File: src/logic/credit_link_pkg.sv
// shared constants and types of the credit-based link endpoint
package credit_link_pkg;

  // width of one payload word carried on the link
  localparam int unsigned DATA_W = 16;

  // depth of the receive buffer, which is also the number of credits the
  // remote side starts with after reset
  localparam int unsigned NUM_CREDITS = 8;

  // once this many released entries are waiting to go back, the transmitter
  // sends credits-only packets if it has no data to send
  localparam int unsigned FORCE_SEND_THRESH = 4;

  // a credit count must hold zero up to NUM_CREDITS
  localparam int unsigned CRED_W = 4;

  // buffer index, wide enough for NUM_CREDITS entries
  localparam int unsigned PTR_W = 3;

  typedef logic [DATA_W-1:0] data_t;
  typedef logic [CRED_W-1:0] credit_t;
  typedef logic [PTR_W-1:0]  ptr_t;

  // source of the outgoing packet, either the application or a credits-only return
  typedef enum logic {
    PKT_NORMAL    = 1'b0,
    PKT_CRED_ONLY = 1'b1
  } pkt_mode_e;

endpackage

File: src/logic/credit_link_top.sv
`timescale 1ns/1ns

// one endpoint of the credit-based link
module credit_link_top import credit_link_pkg::*; (
  input  logic    clk_i,
  input  logic    rst_n_i,
  // application stream into the link
  input  logic    in_valid_i,
  input  data_t   in_data_i,
  output logic    in_ready_o,
  // outgoing link channel
  output logic    tx_valid_o,
  output data_t   tx_data_o,
  output credit_t tx_credits_o,
  output logic    tx_cred_only_o,
  input  logic    tx_ready_i,
  // incoming link channel, no ready since space is covered by credits
  input  logic    rx_valid_i,
  input  data_t   rx_data_i,
  input  credit_t rx_credits_i,
  input  logic    rx_cred_only_i,
  // application stream out of the receive buffer
  output logic    out_valid_o,
  output data_t   out_data_o,
  input  logic    out_ready_i
);

  logic    buf_release;
  logic    tx_fire;
  logic    tx_stall;
  credit_t credits_to_send;

  // the returned credit field is the visible count of credit_return
  assign tx_credits_o = credits_to_send;

  credit_tx u_credit_tx (
    .clk_i             (clk_i),
    .rst_n_i           (rst_n_i),
    .in_valid_i        (in_valid_i),
    .in_data_i         (in_data_i),
    .in_ready_o        (in_ready_o),
    .tx_ready_i        (tx_ready_i),
    .tx_valid_o        (tx_valid_o),
    .tx_data_o         (tx_data_o),
    .tx_cred_only_o    (tx_cred_only_o),
    .rx_valid_i        (rx_valid_i),
    .rx_credits_i      (rx_credits_i),
    .credits_to_send_i (credits_to_send),
    .tx_fire_o         (tx_fire),
    .tx_stall_o        (tx_stall)
  );

  rx_buffer u_rx_buffer (
    .clk_i          (clk_i),
    .rst_n_i        (rst_n_i),
    .rx_valid_i     (rx_valid_i),
    .rx_cred_only_i (rx_cred_only_i),
    .rx_data_i      (rx_data_i),
    .out_ready_i    (out_ready_i),
    .out_valid_o    (out_valid_o),
    .out_data_o     (out_data_o),
    .buf_release_o  (buf_release)
  );

  credit_return u_credit_return (
    .clk_i             (clk_i),
    .rst_n_i           (rst_n_i),
    .buf_release_i     (buf_release),
    .tx_fire_i         (tx_fire),
    .tx_stall_i        (tx_stall),
    .credits_to_send_o (credits_to_send)
  );

endmodule

File: src/logic/credit_return.sv
`timescale 1ns/1ns

// counts buffer entries released since the last credit return
// the visible count is what goes out on the link, the shadow count collects
// releases while a packet waits so the outgoing credit field stays frozen
module credit_return import credit_link_pkg::*; (
  input  logic    clk_i,
  input  logic    rst_n_i,
  input  logic    buf_release_i,
  input  logic    tx_fire_i,
  input  logic    tx_stall_i,
  output credit_t credits_to_send_o
);

  credit_t visible_q, visible_d;
  credit_t shadow_q, shadow_d;
  credit_t release_inc;

  assign release_inc = credit_t'(buf_release_i);

  always_comb begin
    visible_d = visible_q;
    shadow_d  = shadow_q;
    if (tx_fire_i) begin
      // the visible count just left with the packet
      // restart it from what piled up behind it plus this cycle's release
      visible_d = release_inc + shadow_q;
      shadow_d  = '0;
    end else if (tx_stall_i) begin
      // a packet is waiting, do not touch the field it carries
      shadow_d = shadow_q + release_inc;
    end else begin
      visible_d = visible_q + release_inc;
    end
  end

  assign credits_to_send_o = visible_q;

  always_ff @(posedge clk_i or negedge rst_n_i) begin
    if (!rst_n_i) begin
      visible_q <= '0;
      shadow_q  <= '0;
    end else begin
      visible_q <= visible_d;
      shadow_q  <= shadow_d;
    end
  end

endmodule

File: src/logic/credit_tx.sv
`timescale 1ns/1ns

// transmit side of the endpoint
// it decides between data and credits-only packets, keeps the count of
// credits available at the remote buffer and drives the outgoing link handshake
module credit_tx import credit_link_pkg::*; (
  input  logic    clk_i,
  input  logic    rst_n_i,
  input  logic    in_valid_i,
  input  data_t   in_data_i,
  output logic    in_ready_o,
  input  logic    tx_ready_i,
  output logic    tx_valid_o,
  output data_t   tx_data_o,
  output logic    tx_cred_only_o,
  input  logic    rx_valid_i,
  input  credit_t rx_credits_i,
  input  credit_t credits_to_send_i,
  output logic    tx_fire_o,
  output logic    tx_stall_o
);

  pkt_mode_e mode_q, mode_d;
  credit_t   avail_q, avail_d;
  credit_t   avail_inc, avail_dec;
  logic      cred_only;
  logic      can_send_data;
  logic      force_send;

  assign cred_only = (mode_q == PKT_CRED_ONLY);

  ////////////////////////////////////////////////////////////////////////////
  // packet selection
  ////////////////////////////////////////////////////////////////////////////

  // a data packet needs one credit at the far end
  // the last credit may only be spent when credits travel back with it,
  // otherwise both sides could end up waiting on each other forever
  always_comb begin
    can_send_data = 1'b0;
    if (avail_q > credit_t'(1)) begin
      can_send_data = 1'b1;
    end else if ((avail_q == credit_t'(1)) && (credits_to_send_i != '0)) begin
      can_send_data = 1'b1;
    end
  end

  // too many released entries are piling up on this side
  assign force_send = (credits_to_send_i >= credit_t'(FORCE_SEND_THRESH));

  // credits-only packets never land in the remote buffer, so they are always allowed
  assign tx_valid_o = cred_only ? 1'b1 : (in_valid_i & can_send_data);

  // the application word is accepted only when it really goes out as data
  assign in_ready_o = tx_ready_i & ~cred_only & can_send_data;

  // zero payload on credits-only packets keeps the data field stable and clean
  assign tx_data_o      = cred_only ? '0 : in_data_i;
  assign tx_cred_only_o = cred_only;

  assign tx_fire_o  = tx_valid_o & tx_ready_i;
  assign tx_stall_o = tx_valid_o & ~tx_ready_i;

  // switch to credits-only only while nothing is offered on the link,
  // so a pending packet never changes its type during a stall
  // in normal mode tx_valid_o low already means no data can be sent
  always_comb begin
    mode_d = mode_q;
    if (force_send && !tx_valid_o) begin
      mode_d = PKT_CRED_ONLY;
    end else if (tx_fire_o) begin
      mode_d = PKT_NORMAL;
    end
  end

  ////////////////////////////////////////////////////////////////////////////
  // available credit counter
  ////////////////////////////////////////////////////////////////////////////

  // credits come back on every valid incoming packet, data or credits-only
  assign avail_inc = rx_valid_i ? rx_credits_i : '0;

  // only data packets occupy a remote buffer entry
  assign avail_dec = (tx_fire_o && !cred_only) ? credit_t'(1) : '0;

  assign avail_d = avail_q + avail_inc - avail_dec;

  always_ff @(posedge clk_i or negedge rst_n_i) begin
    if (!rst_n_i) begin
      mode_q  <= PKT_NORMAL;
      avail_q <= credit_t'(NUM_CREDITS);
    end else begin
      mode_q  <= mode_d;
      avail_q <= avail_d;
    end
  end

endmodule

File: src/logic/rx_buffer.sv
`timescale 1ns/1ns

// receive buffer of the endpoint
// a circular FIFO with one entry per credit handed to the remote side
module rx_buffer import credit_link_pkg::*; (
  input  logic  clk_i,
  input  logic  rst_n_i,
  input  logic  rx_valid_i,
  input  logic  rx_cred_only_i,
  input  data_t rx_data_i,
  input  logic  out_ready_i,
  output logic  out_valid_o,
  output data_t out_data_o,
  output logic  buf_release_o
);

  data_t   mem_q [NUM_CREDITS];
  ptr_t    wr_ptr_q, rd_ptr_q;
  credit_t fill_q;
  logic    push;
  logic    pop;

  // credits-only packets carry no payload and are dropped here
  // no full check is needed, the remote side never has more credits than entries
  assign push = rx_valid_i & ~rx_cred_only_i;
  assign pop  = out_valid_o & out_ready_i;

  assign out_valid_o = (fill_q != '0);
  assign out_data_o  = mem_q[rd_ptr_q];

  // every freed entry is one credit to hand back
  assign buf_release_o = pop;

  // pointer step with wrap at the buffer depth
  function automatic ptr_t next_ptr(input ptr_t ptr);
    if (ptr == ptr_t'(NUM_CREDITS - 1)) begin
      return '0;
    end
    return ptr + ptr_t'(1);
  endfunction

  always_ff @(posedge clk_i or negedge rst_n_i) begin
    if (!rst_n_i) begin
      wr_ptr_q <= '0;
      rd_ptr_q <= '0;
      fill_q   <= '0;
    end else begin
      if (push) begin
        wr_ptr_q <= next_ptr(wr_ptr_q);
      end
      if (pop) begin
        rd_ptr_q <= next_ptr(rd_ptr_q);
      end
      fill_q <= fill_q + credit_t'(push) - credit_t'(pop);
    end
  end

  // storage array
  always_ff @(posedge clk_i) begin
    if (push) begin
      mem_q[wr_ptr_q] <= rx_data_i;
    end
  end

endmodule

File: config.mk
export PLATFORM = sky130hd
export DESIGN_NAME = credit_link_top
export DESIGN_NICKNAME = d
export VERILOG_FILES = /design/src/logic/credit_link_pkg.sv /design/src/logic/credit_link_top.sv /design/src/logic/credit_return.sv /design/src/logic/credit_tx.sv /design/src/logic/rx_buffer.sv
export SDC_FILE = /design/constraint.sdc
export NUM_CORES = 1
export LEC_CHECK = 0
export BUFFER_PORTS_ARGS = -buffer_cell sky130_fd_sc_hd__clkbuf_2
export CORE_MARGIN = 4
export CORE_UTILIZATION = 40
export CTS_CLUSTER_DIAMETER = 80
export DETAILED_ROUTE_END_ITERATION = 16
export PLACE_DENSITY = 0.69
export SLEW_MARGIN = 40
export SYNTH_ARGS = -nofsm -noshare
export SYNTH_HDL_FRONTEND = slang
export SYNTH_SLANG_ARGS = --single-unit
export TNS_END_PERCENT = 20
File: constraint.sdc
create_clock -name clk_i -period 4.6 [get_ports clk_i]
set_input_delay 0.46 -clock clk_i [delete_from_list [all_inputs] [get_ports clk_i]]
set_output_delay 0.46 -clock clk_i [all_outputs]
set_load 0.03 [all_outputs]
Yosys cells after proc, flatten, opt, wreduce, memory -nomap -nowiden
Memories as Yosys holds them, arrays and structs flattened.
Index checks and enable logic that the tools add are counted.
- output and inout bits: 40
- register bits: 23
- RAM bits: 128
- bits of input ports: 43
- memories: 1
- reductions and logical operators: 9
- eq/ne operators: 4
- bitwise operators: 10
- $add $sub $neg: 8
- muxes and demuxes: 22
- order comparisons: 2
- memories (memory ; depth ; width ; rd ports ; clocked after memory_dff ; wr ports ; line ; text):
    u_rx_buffer.mem_q ; 8 ; 16 ; 1 ; 0 ; 1 ; rx_buffer.sv:17 ; data_t mem_q [NUM_CREDITS];
- operators by type and width (operator ; number):
    $mux 4 ; 5
    $mux 16 ; 1
    $add 4x1->4 ; 3
    $mux 1 ; 12
    $mux 3 ; 4
    $reduce_bool 4->1 ; 2
    $and 1x1->1 ; 7
    $add 3x1->3 const B ; 2
    $eq 3x3->1 const B ; 2
    $add 4x4->4 ; 1
    $eq 4x1->1 const B ; 1
    $ge 4x3->1 const B ; 1
    $gt 4x1->1 const B ; 1
    $reduce_bool 2->1 ; 2
    $sub 4x1->4 ; 1
    $sub 4x4->4 ; 1
    $logic_and 1x1->1 ; 3
    $not 1->1 ; 3
    $logic_not 1->1 ; 2
    $ne 2x1->1 const B ; 1

Logic depth before layout (Yosys ltp)
Gate-level depths: netlist of the first run.
- depth in word-level cells: 10
- mapped depth: 11
- depth with buffers taken out: 11

Hierarchy
From an unflattened synthesis of the first run, not the netlist that was laid out.
- cells, all modules: 345
- area total of the unflattened synthesis: 6520.0 um^2
- modules (own cells, without submodules) (module ; sequential area each (um^2) ; area each (um^2) ; cells an instance ; instances):
    rx_buffer ; 4093.9 ; 5530.3 ; 243 ; 1
    credit_tx ; 126.4 ; 533.0 ; 62 ; 1
    credit_return ; 200.2 ; 456.7 ; 40 ; 1

Worst setup path after synthesis of the first run
Ideal clock, no wire load.
- kind: reg-to-reg
- from: register u_credit_return.visible_q[1] (netlist: u_credit_return.credits_to_send_o[1])
- to: register u_credit_tx.avail_q[2]
- slack: 2.021 ns
- cell stages (with the launch flop): 11
- buffers on the path: 0
- clock period less this slack: 2.579 ns
- data arrival time: 2.457 ns
- cell sequence: dfrtp_1 -> o41ai_2 -> nand2_1 -> and3_1 -> and2_1 -> ha_1 -> inv_1 -> ha_1 -> inv_1 -> fa_1 -> xnor2_1
- cells in the longest elaborated chain, start to end: 10
- RTL lines (item ; line ; text):
    start: declaration ; credit_return.sv:15 ; credit_t visible_q, visible_d;
    start signal: assignment ; credit_return.sv:44 ; visible_q <= visible_d;
    $reduce_bool 4->1 ; credit_tx.sv:43 ; end else if ((avail_q == credit_t'(1)) && (credits_to_send_i != '0)) begin
    $logic_and 1x1->1 ; credit_tx.sv:43 ;
    $mux 1 ; credit_tx.sv:43 ;
    $mux 1 ; credit_tx.sv:41 ; if (avail_q > credit_t'(1)) begin
    $and 1x1->1 ; credit_tx.sv:52 ; assign tx_valid_o = cred_only ? 1'b1 : (in_valid_i & can_send_data);
    $mux 1 ; credit_tx.sv:52 ;
    $and 1x1->1 ; credit_tx.sv:61 ; assign tx_fire_o = tx_valid_o & tx_ready_i;
    $logic_and 1x1->1 ; credit_tx.sv:84 ; assign avail_dec = (tx_fire_o && !cred_only) ? credit_t'(1) : '0;
    $mux 1 ; credit_tx.sv:84 ;
    $sub 4x4->4 ; credit_tx.sv:86 ; assign avail_d = avail_q + avail_inc - avail_dec;
    net u_credit_tx.avail_d[2] ; credit_tx.sv:24 ; credit_t avail_q, avail_d;
    end signal: assignment ; credit_tx.sv:91 ; avail_q <= credit_t'(NUM_CREDITS);
    end signal: assignment ; credit_tx.sv:94 ; avail_q <= avail_d;
    end: declaration ; credit_tx.sv:24 ;
The timed path passes the listed nets, and every way through them passes these cells.
A chain may end at the register's enable or synchronous reset.

Final worst setup path of the first run
- from: register u_rx_buffer.rd_ptr_q[0]
- to: output out_data_o[11]
- cells in the longest elaborated chain, start to end: 1
- RTL lines (item ; line ; text):
    start: declaration ; rx_buffer.sv:18 ; ptr_t wr_ptr_q, rd_ptr_q;
    start signal: assignment ; rx_buffer.sv:52 ; rd_ptr_q <= next_ptr(rd_ptr_q);
    $mem_v2 8x16 ; - ;
    end: declaration ; credit_link_top.sv:24 ; output data_t out_data_o,
Every way passes these cells.

==> results of run 1 <==
## critical path, delay by kind of cell, from the launching register on
family | cells | cell delay [ps]
flops | 1 | 570
mux | 2 | 920
buf+inv | 2 | 660
## routing by layer
metal	GRT usage, %	vias up
met2	22.98	96
met1	16.67	1707
li1	-	1586
met4	4.535	0
met3	4.532	8
met5	0	-
## area by class of cell
class | count | area (sq um) | area share [%]
inverter | 24 | 90.09 | 1.172
tap | 216 | 270.3 | 3.515
clock inverter | 12 | 78.83 | 1.025
clock buffer | 20 | 436.7 | 5.679
multi-input combinational | 166 | 1898 | 24.69
sequential | 151 | 4422 | 57.51
timing repair buffer | 93 | 493.0 | 6.412
## per-stage QoR
step / power, mW / util (%)
after detailed placement: 3.559 / 45.16
final: 4.704 / 48.40
after global routing: 4.990 / 48.40
after floorplan: 3.143 / -
after global placement: 3.506 / 45.15
after CTS: 4.782 / 48.40
## cell usage after synthesis
| cell type | n |
|---|---|
| mux4_2 | 1 |
| nand3_1 | 3 |
| or2_2 | 2 |
| buf_1 | 1 |
| nor2_1 | 13 |
| nand2_1 | 10 |
| o22ai_1 | 2 |
| nor4_1 | 1 |
| o21ai_0 | 3 |
| nor3_1 | 3 |
| fa_1 | 2 |
| mux2i_1 | 2 |
| dfstp_2 | 1 |
| a21oi_1 | 8 |
| and3_1 | 2 |
| xnor2_1 | 4 |
| clkbuf_1 | 6 |
| o21ai_1 | 2 |
| a21o_1 | 2 |
| nand3b_1 | 6 |
| edfxtp_1 | 128 |
| inv_1 | 24 |
| nor2b_1 | 19 |
| o21a_1 | 1 |
| buf_2 | 5 |
| nand2b_1 | 3 |
| and2_1 | 2 |
| mux4_1 | 31 |
| a211oi_1 | 1 |
| xor2_1 | 3 |
| mux2_2 | 20 |
| dfrtp_1 | 22 |
| o41ai_2 | 1 |
| ha_1 | 19 |
| buf_6 | 4 |
## logic make-up after synthesis
logic type               count (synthesis)  synth area share [%]
AO/OA/AOI/OAI                           20                 1.907
XOR/XNOR                                 7                0.9440
adder cells (fa/ha/maj)                 21                 4.277
buffers and inverters                   40                 2.870
flip-flops                             151                 68.06
multiplexers                            54                 16.66
AND/OR/NAND/NOR                         64                 5.278
## report_power, final
| part | internal, mW | switching (mW) | total (mW) |
|---|---|---|---|
| combinational | 0.714 | 0.927 | 1.64 |
| clock | 0.685 | 0.516 | 1.20 |
| sequential | 1.67 | 0.193 | 1.86 |
| total | 3.07 | 1.64 | 4.70 |
## sequential cells by signal (all words and copies together) (netlist names)
register and flops:
u_rx_buffer.mem_q 128, u_credit_return.credits_to_send_o 4, u_credit_return.shadow_q 4, u_credit_tx.avail_q 4, u_rx_buffer.fill_q 4, u_rx_buffer.rd_ptr_q 3, u_rx_buffer.wr_ptr_q 3, u_credit_tx.tx_cred_only_o 1
## worst min-delay path by stage
stage / startpoint / end / cells past startpoint
2_1_floorplan: rst_n_i / u_credit_return.credits_to_send_o[0] / 0
3_3_place_gp: u_credit_return.shadow_q[3] / u_credit_return.shadow_q[3] / 1
3_5_place_dp: u_credit_return.shadow_q[3] / u_credit_return.shadow_q[3] / 1
4_1_cts: rst_n_i / u_credit_tx.avail_q[0] / 1
5_1_grt: rst_n_i / u_credit_tx.avail_q[2] / 1
6_report: rst_n_i / u_credit_tx.avail_q[0] / 1
==> impl_metrics.ini, run 1 <==
[yosys]
synth_cell_types = 35
ys_top_cells_by_area = edfxtp_1, mux4_1, dfrtp_1
synth_nets = 421
synth_top_area_share_pct = 59.18
yosysTopAreaCell = edfxtp_1
ys_seq_elements = 151
yosysWarnings = 0
netlist_instances = 357
avgSynthCellArea_sq_um = 18.19
ys_seq_area_share_pct = 68.06
synth_area_sq_um = 6495

[grt]
antenna_found_initial = 0
grt_pass1_vias = 3649
grt_pass1_wl_mm = 18.75
grt_util_all_layers_pct = 13.66
grt_max_degree = 29
grt-ovfl-total = 0

[critical_path]
endpoint = out_data_o[11]
r2r_start = u_credit_return.credits_to_send_o[1]
slowest_delay_ps = 640
worstPathCellList = buf_4, mux4_1, mux2_2, clkbuf_2
startpoint = u_rx_buffer.rd_ptr_q[0]
ff2ff_path_depth = 10
startpoint_type = flop
path_class = flop to primary output
reg2reg_to = u_credit_tx.avail_q[2]
cp.arrival_ps = 2570
cp_max_fo = 28
required_ps = 4140
crit_path_end_kind = primary output
cp_slowest_cell = mux4_1
reg2reg_slack_ps = 2190

[die]
num_rows = 46
io_pins = 83
die_w_um = 135.4
die_y_um = 135.4
start_util_pct = 40.89
die-area_sq_um = 18340
core-area_sq_um = 15890

[routing]
ant_nets = 0
routed-wl-met2_mm = 5.994
num_vias = 3397
drcViolationCount = 0
routed-wl-met3_um = 506
routed_wl_mm = 11.71
drtIter0Drc = 80
drtPass1Iterations = 4
viasPerCell = 4.981
wire_per_inst_um = 17.17
top_layer = met4
met1_length_mm = 5.086

[sta]
setup_viol = 0
maxSlewHeadroom_pct = 59.14
fin_skew_ps = 16.91
whs_ps = 45.80
rsz0062_at_grt = false
slew_viol_final = 0
max_slew.worst_pin.slew_ps = 612.9
fin_crit_sh_pct = 65.89
hold_viol = 0
fin_tns_setup_ps = 0
fmax_mhz = 329.9
period_needed_ps = 3031
fin_ws_ps = 1569

[place]
dp_slack_ps = 1958
post-place-cells = 650
dp_hpwl_mm = 7.357
gp_congestion = 0.7082
portBuffers = 82
dpl-instance-area_sq_um = 7173

[cts]
hold_buffers = 0
clk_path_buf_depth = 2
post_cts_buffers = 0
clock_latency_ps = 410
clk_pin_slew_worst_paths_ps = 60
ctsResizeCount = 0
cts_tree = yes
clock-sinks = 151
cts_buffers = 17
root_buffer = clkbuf_16
htreeDepth = 4

[finish]
nets = 517
mostFrequentLayoutCell = edfxtp_1
fillers = 1365
final_cells = 682
final_cell_mix = edfxtp_1, clkbuf_2, mux4_1
drive_gt1_share_pct = 31.55
final_area_sq_um = 7689
area_growth_pct = 18.38
diodes = 0

[flow_run]
maxCapViolations = 0

[power_and_ir_drop]
p_per_area_nw_per_um2 = 611.9
p_leak_nw = 2.958
peakVddDrop_mv = 0.3036

[hold_path]
hold_class = primary input to asynchronous set/reset pin

[outcome]
outcome = finished, final reports clean
Power figures use the tool's default switching activity.
==> run 2, diff against run 1 <==
--- a/config.mk
+++ b/config.mk
@@ -5,6 +5,7 @@
 export SDC_FILE = /design/constraint.sdc
 export NUM_CORES = 1
 export LEC_CHECK = 0
+export ABC_AREA = 1
 export BUFFER_PORTS_ARGS = -buffer_cell sky130_fd_sc_hd__clkbuf_2
 export CORE_MARGIN = 4
 export CORE_UTILIZATION = 40
==> constraint.sdc (replaced) <==
create_clock -name clk_i -period 2.85 [get_ports clk_i]
set_input_delay 0.285 -clock clk_i [delete_from_list [all_inputs] [get_ports clk_i]]
set_output_delay 0.285 -clock clk_i [all_outputs]
set_load 0.03 [all_outputs]
==> run 2 against run 1 <==
Against the previous run: largest power group is now combinational cells; worst hold slack improved by 96 ps; combinational power increased by 87%; largest cell class unchanged; register-to-register slack got worse by 1500 ps.
==> impl_metrics.ini, run 2 <==
[sta]
rsz0062_at_grt = false
max_slew.worst_pin.slew_ps = 664.8
maxSlewHeadroom_pct = 55.41
period_needed_ps = 2538
whs_ps = 141.5
fin_skew_ps = 6.243
fin_ws_ps = 311.8
fin_crit_sh_pct = 89.06
hold_viol = 0
fmax_mhz = 394.0
fin_tns_setup_ps = 0
slew_viol_final = 0
setup_viol = 0

[grt]
grt-ovfl-total = 0
grt_pass1_wl_mm = 21.94
top_usage_layer = met2
grt_util_all_layers_pct = 15.62
grt_pass1_vias = 4424
antenna_found_initial = 2
grt_use_met1_pct = 18.32
grtUsageMet2_pct = 25.87
grt_use_met3_pct = 5.181
grt_max_degree = 53

[finish]
diodes = 0
seq_area_sq_um = 4422
final_area_sq_um = 7804
drive_gt1_share_pct = 21.36
final_cell_mix = edfxtp_1, clkbuf_2, nand2_1
nets = 684
area_growth_pct = 18.87
regMostFlops = u_rx_buffer.mem_q
largest_reg_flops = 128
fillers = 1400
mostFrequentLayoutCell = edfxtp_1
multi_input_area_sq_um = 1795

[place]
dp_slack_ps = 668.4
dpl-instance-area_sq_um = 7199
gp_congestion = 0.7779
portBuffers = 82
dp_hpwl_mm = 8.572

[power_and_ir_drop]
p_per_area_nw_per_um2 = 1049
p_leak_nw = 3.220
p_sw_mw = 3.045
power_frac_seq_pct = 35.1
power.share.combinational_pct = 37.3
p_total_mw = 8.189
peakVddDrop_mv = 0.5220
p_int_mw = 5.144
pwr-share-clk_pct = 27.6
switching_share_pct = 37.18

[critical_path]
path_class = flop to primary output
r2r_start = u_rx_buffer.fill_q[2]
required_ps = 2570
reg2reg_to = u_rx_buffer.fill_q[1]
cp.arrival_ps = 2250
startpoint_type = flop
reg2reg_slack_ps = 660
ff2ff_path_depth = 11
cp_max_fo = 48
endpoint = out_data_o[5]
startpoint = u_rx_buffer.rd_ptr_q[0]
crit_path_end_kind = primary output

[yosys]
async_reset_ff_share_pct = 15.23
ys_top_cells_by_area = edfxtp_1, dfrtp_1, mux2i_1
synth_common_cells = edfxtp_1, nand2_1, nor2_1
yosysTopAreaCell = edfxtp_1
synth_top_area_share_pct = 58.55
avgSynthCellArea_sq_um = 12.46
ys_seq_area_share_pct = 67.33
synth_cell_types = 33
synth_edf_count = 128
synth.most_common_cell = edfxtp_1
synth_nets = 591
ys_seq_elements = 151
netlist_instances = 527
synth_top_flop_cell = edfxtp_1
synth_area_sq_um = 6565
yosysWarnings = 0

[die]
die_w_um = 136.1
die-area_sq_um = 18530
num_rows = 46
core-area_sq_um = 16000
io_pins = 83
start_util_pct = 41.03
die_y_um = 136.1

[routing]
ant_nets = 0
drtIter0Drc = 258
wire_per_inst_um = 16.09
drtPass1Iterations = 5
num_vias = 4279
viasPerCell = 5.046
drcViolationCount = 0
routed_wl_mm = 13.65

[cts]
cts_tree = yes
clk_pin_slew_worst_paths_ps = 60
root_buffer = clkbuf_16
cts_buffers = 17
htreeDepth = 4
clock_latency_ps = 420
ctsResizeCount = 0
clk_path_buf_depth = 2
clock-sinks = 151

[hold_path]
hold_class = primary input to flop

[outcome]
outcome = finished, final reports clean

[flow_run]
maxCapViolations = 0
[run 2: changes by cell type after synthesis, sizes merged, moves of 5 or more]
cell    change
a21oi       -5
buf         +5
inv        +24
mux2       -20
mux2i      +30
mux4       -32
nand2      +71
nand3      +17
nand3b      -6
nor2       +49
nor2b      -19
o21ai      +31
o22ai      +32
[run 2: layout make-up]
cell class | instances | share of cell area [%]
clock buffer | 21 | 5.644
clock inverter | 10 | 1.972
inverter | 49 | 2.357
multi-input combinational | 304 | 23.01
sequential | 151 | 56.66
tap | 216 | 3.463
timing repair buffer | 97 | 6.894
[run 2: logic make-up (layout without fill, tap and decap cells)]
family / after synthesis / after routing / synth area share, %
AOI/OAI and AO/OA: 74 / 74 / 6.442
buffers and inverters: 72 / 177 / 5.317
DFF: 151 / 151 / 67.33
xor gates and xnor gates: 10 / 10 / 1.334
muxes: 32 / 32 / 4.879
adders and majority gates: 21 / 21 / 4.231
and+or+nand+nor: 167 / 167 / 10.46
[run 2: layer usage]
metal	share of wire (%)	up-vias
li1	-	2039
met1	40	2053
met2	50	155
met3	7.7	28
met4	2.0	4
met5	0.17	-
[run 2: worst min-delay path by stage]
stage | cells after the start | from | end | slack (ps)
3_5_place_dp | 1 | rst_n_i | u_rx_buffer.wr_ptr_q[0] | 330
2_1_floorplan | 0 | rst_n_i | u_credit_return.credits_to_send_o[0] | -10
4_1_cts | 4 | out_ready_i | u_rx_buffer.rd_ptr_q[1] | 120
5_1_grt | 1 | rx_data_i[13] | u_rx_buffer.mem_q[0][13] | 150
3_3_place_gp | 1 | rst_n_i | u_credit_tx.avail_q[0] | 310
6_report | 4 | out_ready_i | u_rx_buffer.rd_ptr_q[1] | 140
[run 2: repair_timing]
| item | 4_1_cts | 5_1_grt |
|---|---|---|
| hold buffers | 1 | 0 |
| hold endpoints to repair | 22 | 0 |
| buffers inserted | 0 | 0 |
[run 2: worst max-delay path, stage by stage, from the launching register on]
cell	delay, ps
dfrtp_2	680
buf_12	310
o21ai_0	160
o22ai_1	220
nand2_1	90
nand2_1	110
clkbuf_2	210
[run 2: power by group through the flow]
| stage | logic, mW | clock network, mW | registers, mW |
|---|---|---|---|
| 5_1_grt | 3.39 | 2.39 | 2.91 |
| 3_5_place_dp | 3.06 | 0 | 2.92 |
| 4_1_cts | 3.09 | 2.29 | 2.88 |
| 6_report | 3.06 | 2.26 | 2.87 |
| 2_1_floorplan | 2.35 | 0 | 2.86 |
| 3_3_place_gp | 2.94 | 0 | 2.90 |
[run 2: metrics by stage]
| step | instances | utilization (%) |
|---|---|---|
| 6_report | 848 | 48.77 |
| 5_1_grt | 848 | 48.77 |
| 4_1_cts | 848 | 48.77 |
| 3_5_place_dp | 816 | 45.00 |
| 3_3_place_gp | 816 | 45.00 |
| 2_1_floorplan | 527 | - |
==> run 3, diff against run 2 <==
--- a/config.mk
+++ b/config.mk
@@ -6,11 +6,13 @@
 export NUM_CORES = 1
 export LEC_CHECK = 0
 export ABC_AREA = 1
-export BUFFER_PORTS_ARGS = -buffer_cell sky130_fd_sc_hd__clkbuf_2
+export BUFFER_PORTS_ARGS = -buffer_cell sky130_fd_sc_hd__buf_2
 export CORE_MARGIN = 4
 export CORE_UTILIZATION = 40
 export CTS_CLUSTER_DIAMETER = 80
+export CTS_CLUSTER_SIZE = 30
 export DETAILED_ROUTE_END_ITERATION = 16
+export MAX_ROUTING_LAYER = met4
 export PLACE_DENSITY = 0.69
 export SLEW_MARGIN = 40
 export SYNTH_ARGS = -nofsm -noshare
==> run 3 against run 2 <==
Against the previous run: sequential cell count is the same; worst hold slack worse by 6.1 ps; non-clock buffer count up 8; setup slack improved by 75 ps; sequential power shrank 2%; clock power shrank 3%; largest cell class unchanged; largest power group unchanged.
==> impl_metrics.ini, run 3 (same netlist as run 2, synthesis figures left out) <==
[outcome]
outcome = finished, final reports clean

[sta]
fmax_mhz = 406.0
rsz0062_at_grt = false
max_slew.worst_pin.slew_ps = 700.2
slew_viol_final = 0
fin_tns_setup_ps = 0
hold_viol = 0
period_needed_ps = 2463
fin_skew_ps = 10.97
maxSlewHeadroom_pct = 53.03
fin_crit_sh_pct = 86.43
setup_viol = 0

[critical_path]
required_ps = 2570
cp_top_family = buffers and inverters
crit_path_end_kind = primary output
path_buf_inv = 3
startpoint_type = flop
slowest_delay_ps = 620
cp_slowest_cell = clkinv_1
critPathMostFrequentCell = nand2_1
cp.arrival_ps = 2180
cp_max_fo = 18
path_class = flop to primary output
reg2reg_slack_ps = 710
worstPathCellList = buf_4, clkinv_1, nand2_1, nand2_1, buf_2

[finish]
regMostFlops = u_rx_buffer.mem_q
final_area_sq_um = 7884
final_cell_mix = edfxtp_1, buf_2, nand2_1
nets = 692
area_growth_pct = 20.09
drive_gt1_share_pct = 23.40
mostFrequentLayoutCell = edfxtp_1
final_cells = 860
fillers = 1423
largest_reg_flops = 128

[routing]
drtIter0Drc = 235
ant_nets = 0
num_vias = 4240
drcViolationCount = 0
viasPerCell = 4.930
drtPass1Iterations = 4
routed_wl_mm = 13.49
wire_per_inst_um = 15.68

[power_and_ir_drop]
p_per_area_nw_per_um2 = 1031
p_leak_nw = 3.258
peakVddDrop_mv = 0.5504

[place]
portBuffers = 82
gp_congestion = 0.7401
dp_hpwl_mm = 8.898
dpl-instance-area_sq_um = 7284
post-place-cells = 824

[die]
num_rows = 46
start_util_pct = 41.03
die-area_sq_um = 18530
core-area_sq_um = 16000
die_w_um = 136.1
die_y_um = 136.1
io_pins = 83

[grt]
grt_pass1_vias = 4455
grt-ovfl-total = 0
grt_util_all_layers_pct = 15.80
grt_pass1_wl_mm = 21.85
grt_max_degree = 67
antenna_found_initial = 3

[hold_path]
hold_class = primary input to flop

[cts]
clk_pin_slew_worst_paths_ps = 60
htreeDepth = 4
clock_latency_ps = 420
clock-sinks = 151
clk_path_buf_depth = 2
cts_tree = yes
post_cts_buffers = 0
cts_buffers = 17
root_buffer = clkbuf_16

[flow_run]
maxCapViolations = 0
==> run 3: cell types whose count changed in the layout (fill, tap and decap cells not counted), sizes merged <==
cell,previous run,this run
clkbuf,103,17
diode,0,3
bufinv,4,1
buf,14,104
clkinvlp,1,2
inv,48,58
clkinv,6,3
==> run 3: final cells by class <==
cell class                 instances  area (sq um)  area share [%]
clock buffer                      17         425.4           5.396
inverter                          49         183.9           2.333
clock inverter                    15         156.4           1.984
sequential                       151          4422           56.09
tap                              216         270.3           3.428
multi-input combinational        304          1795           22.77
timing repair buffer             105         623.1           7.904
antenna                            3         7.507         0.09522
==> run 3: final timing paths <==
kind | startpoint | end | depth (start not counted)
max | u_rx_buffer.rd_ptr_q[2] | out_data_o[12] | 5
min | out_ready_i | u_rx_buffer.rd_ptr_q[1] | 4
max reg2reg | u_credit_return.credits_to_send_o[2] | u_credit_tx.avail_q[2] | 12
min reg2reg | u_credit_return.shadow_q[0] | u_credit_return.shadow_q[0] | 2
max in group asynchronous | rst_n_i | u_rx_buffer.rd_ptr_q[0] | 2
min in group asynchronous | rst_n_i | u_credit_tx.avail_q[2] | 2
==> run 3: where the power goes <==
group          internal [mW]  total [mW]  switching (mW)
combinational           1.06        3.11            2.05
sequential              2.67        2.82           0.156
clock                   1.24        2.19           0.954
==> run 3: what timing repair did <==
action | 4_1_cts | 5_1_grt
hold endpoints to repair | 22 | 0
hold buffers | 1 | 0
gates resized for setup | 0 | 0
==> run 3: metrics by stage <==
step	utilization, %	worst slack [ps]	power [mW]	hold WS [ps]
floorplan	-	609.1	5.214	-10.59
CTS	49.23	371.8	8.201	117.8
finish	49.27	386.8	8.128	135.5
detailed placement	45.53	728.5	5.997	308.5
global route	49.27	247.6	8.596	137.3
global placement	45.53	815.6	5.874	287.1
==> run 3: routing by layer <==
layer / GRT usage, % / vias to the layer above / wire (um) / share of wire [%]
met2: 25.59 / 131 / 6593 / 49
li1: - / 2067 / - / -
met4: 6.439 / 0 / 336 / 2.5
met5: - / - / 0 / 0
met1: 18.61 / 2021 / 5718 / 42
met3: 4.552 / 21 / 839 / 6.2
==> run 3: tightest hold or removal path: stages <==
cell	delay [ps]
buf_2	70
nand2_1	50
nand2_1	50
nand2_1	50
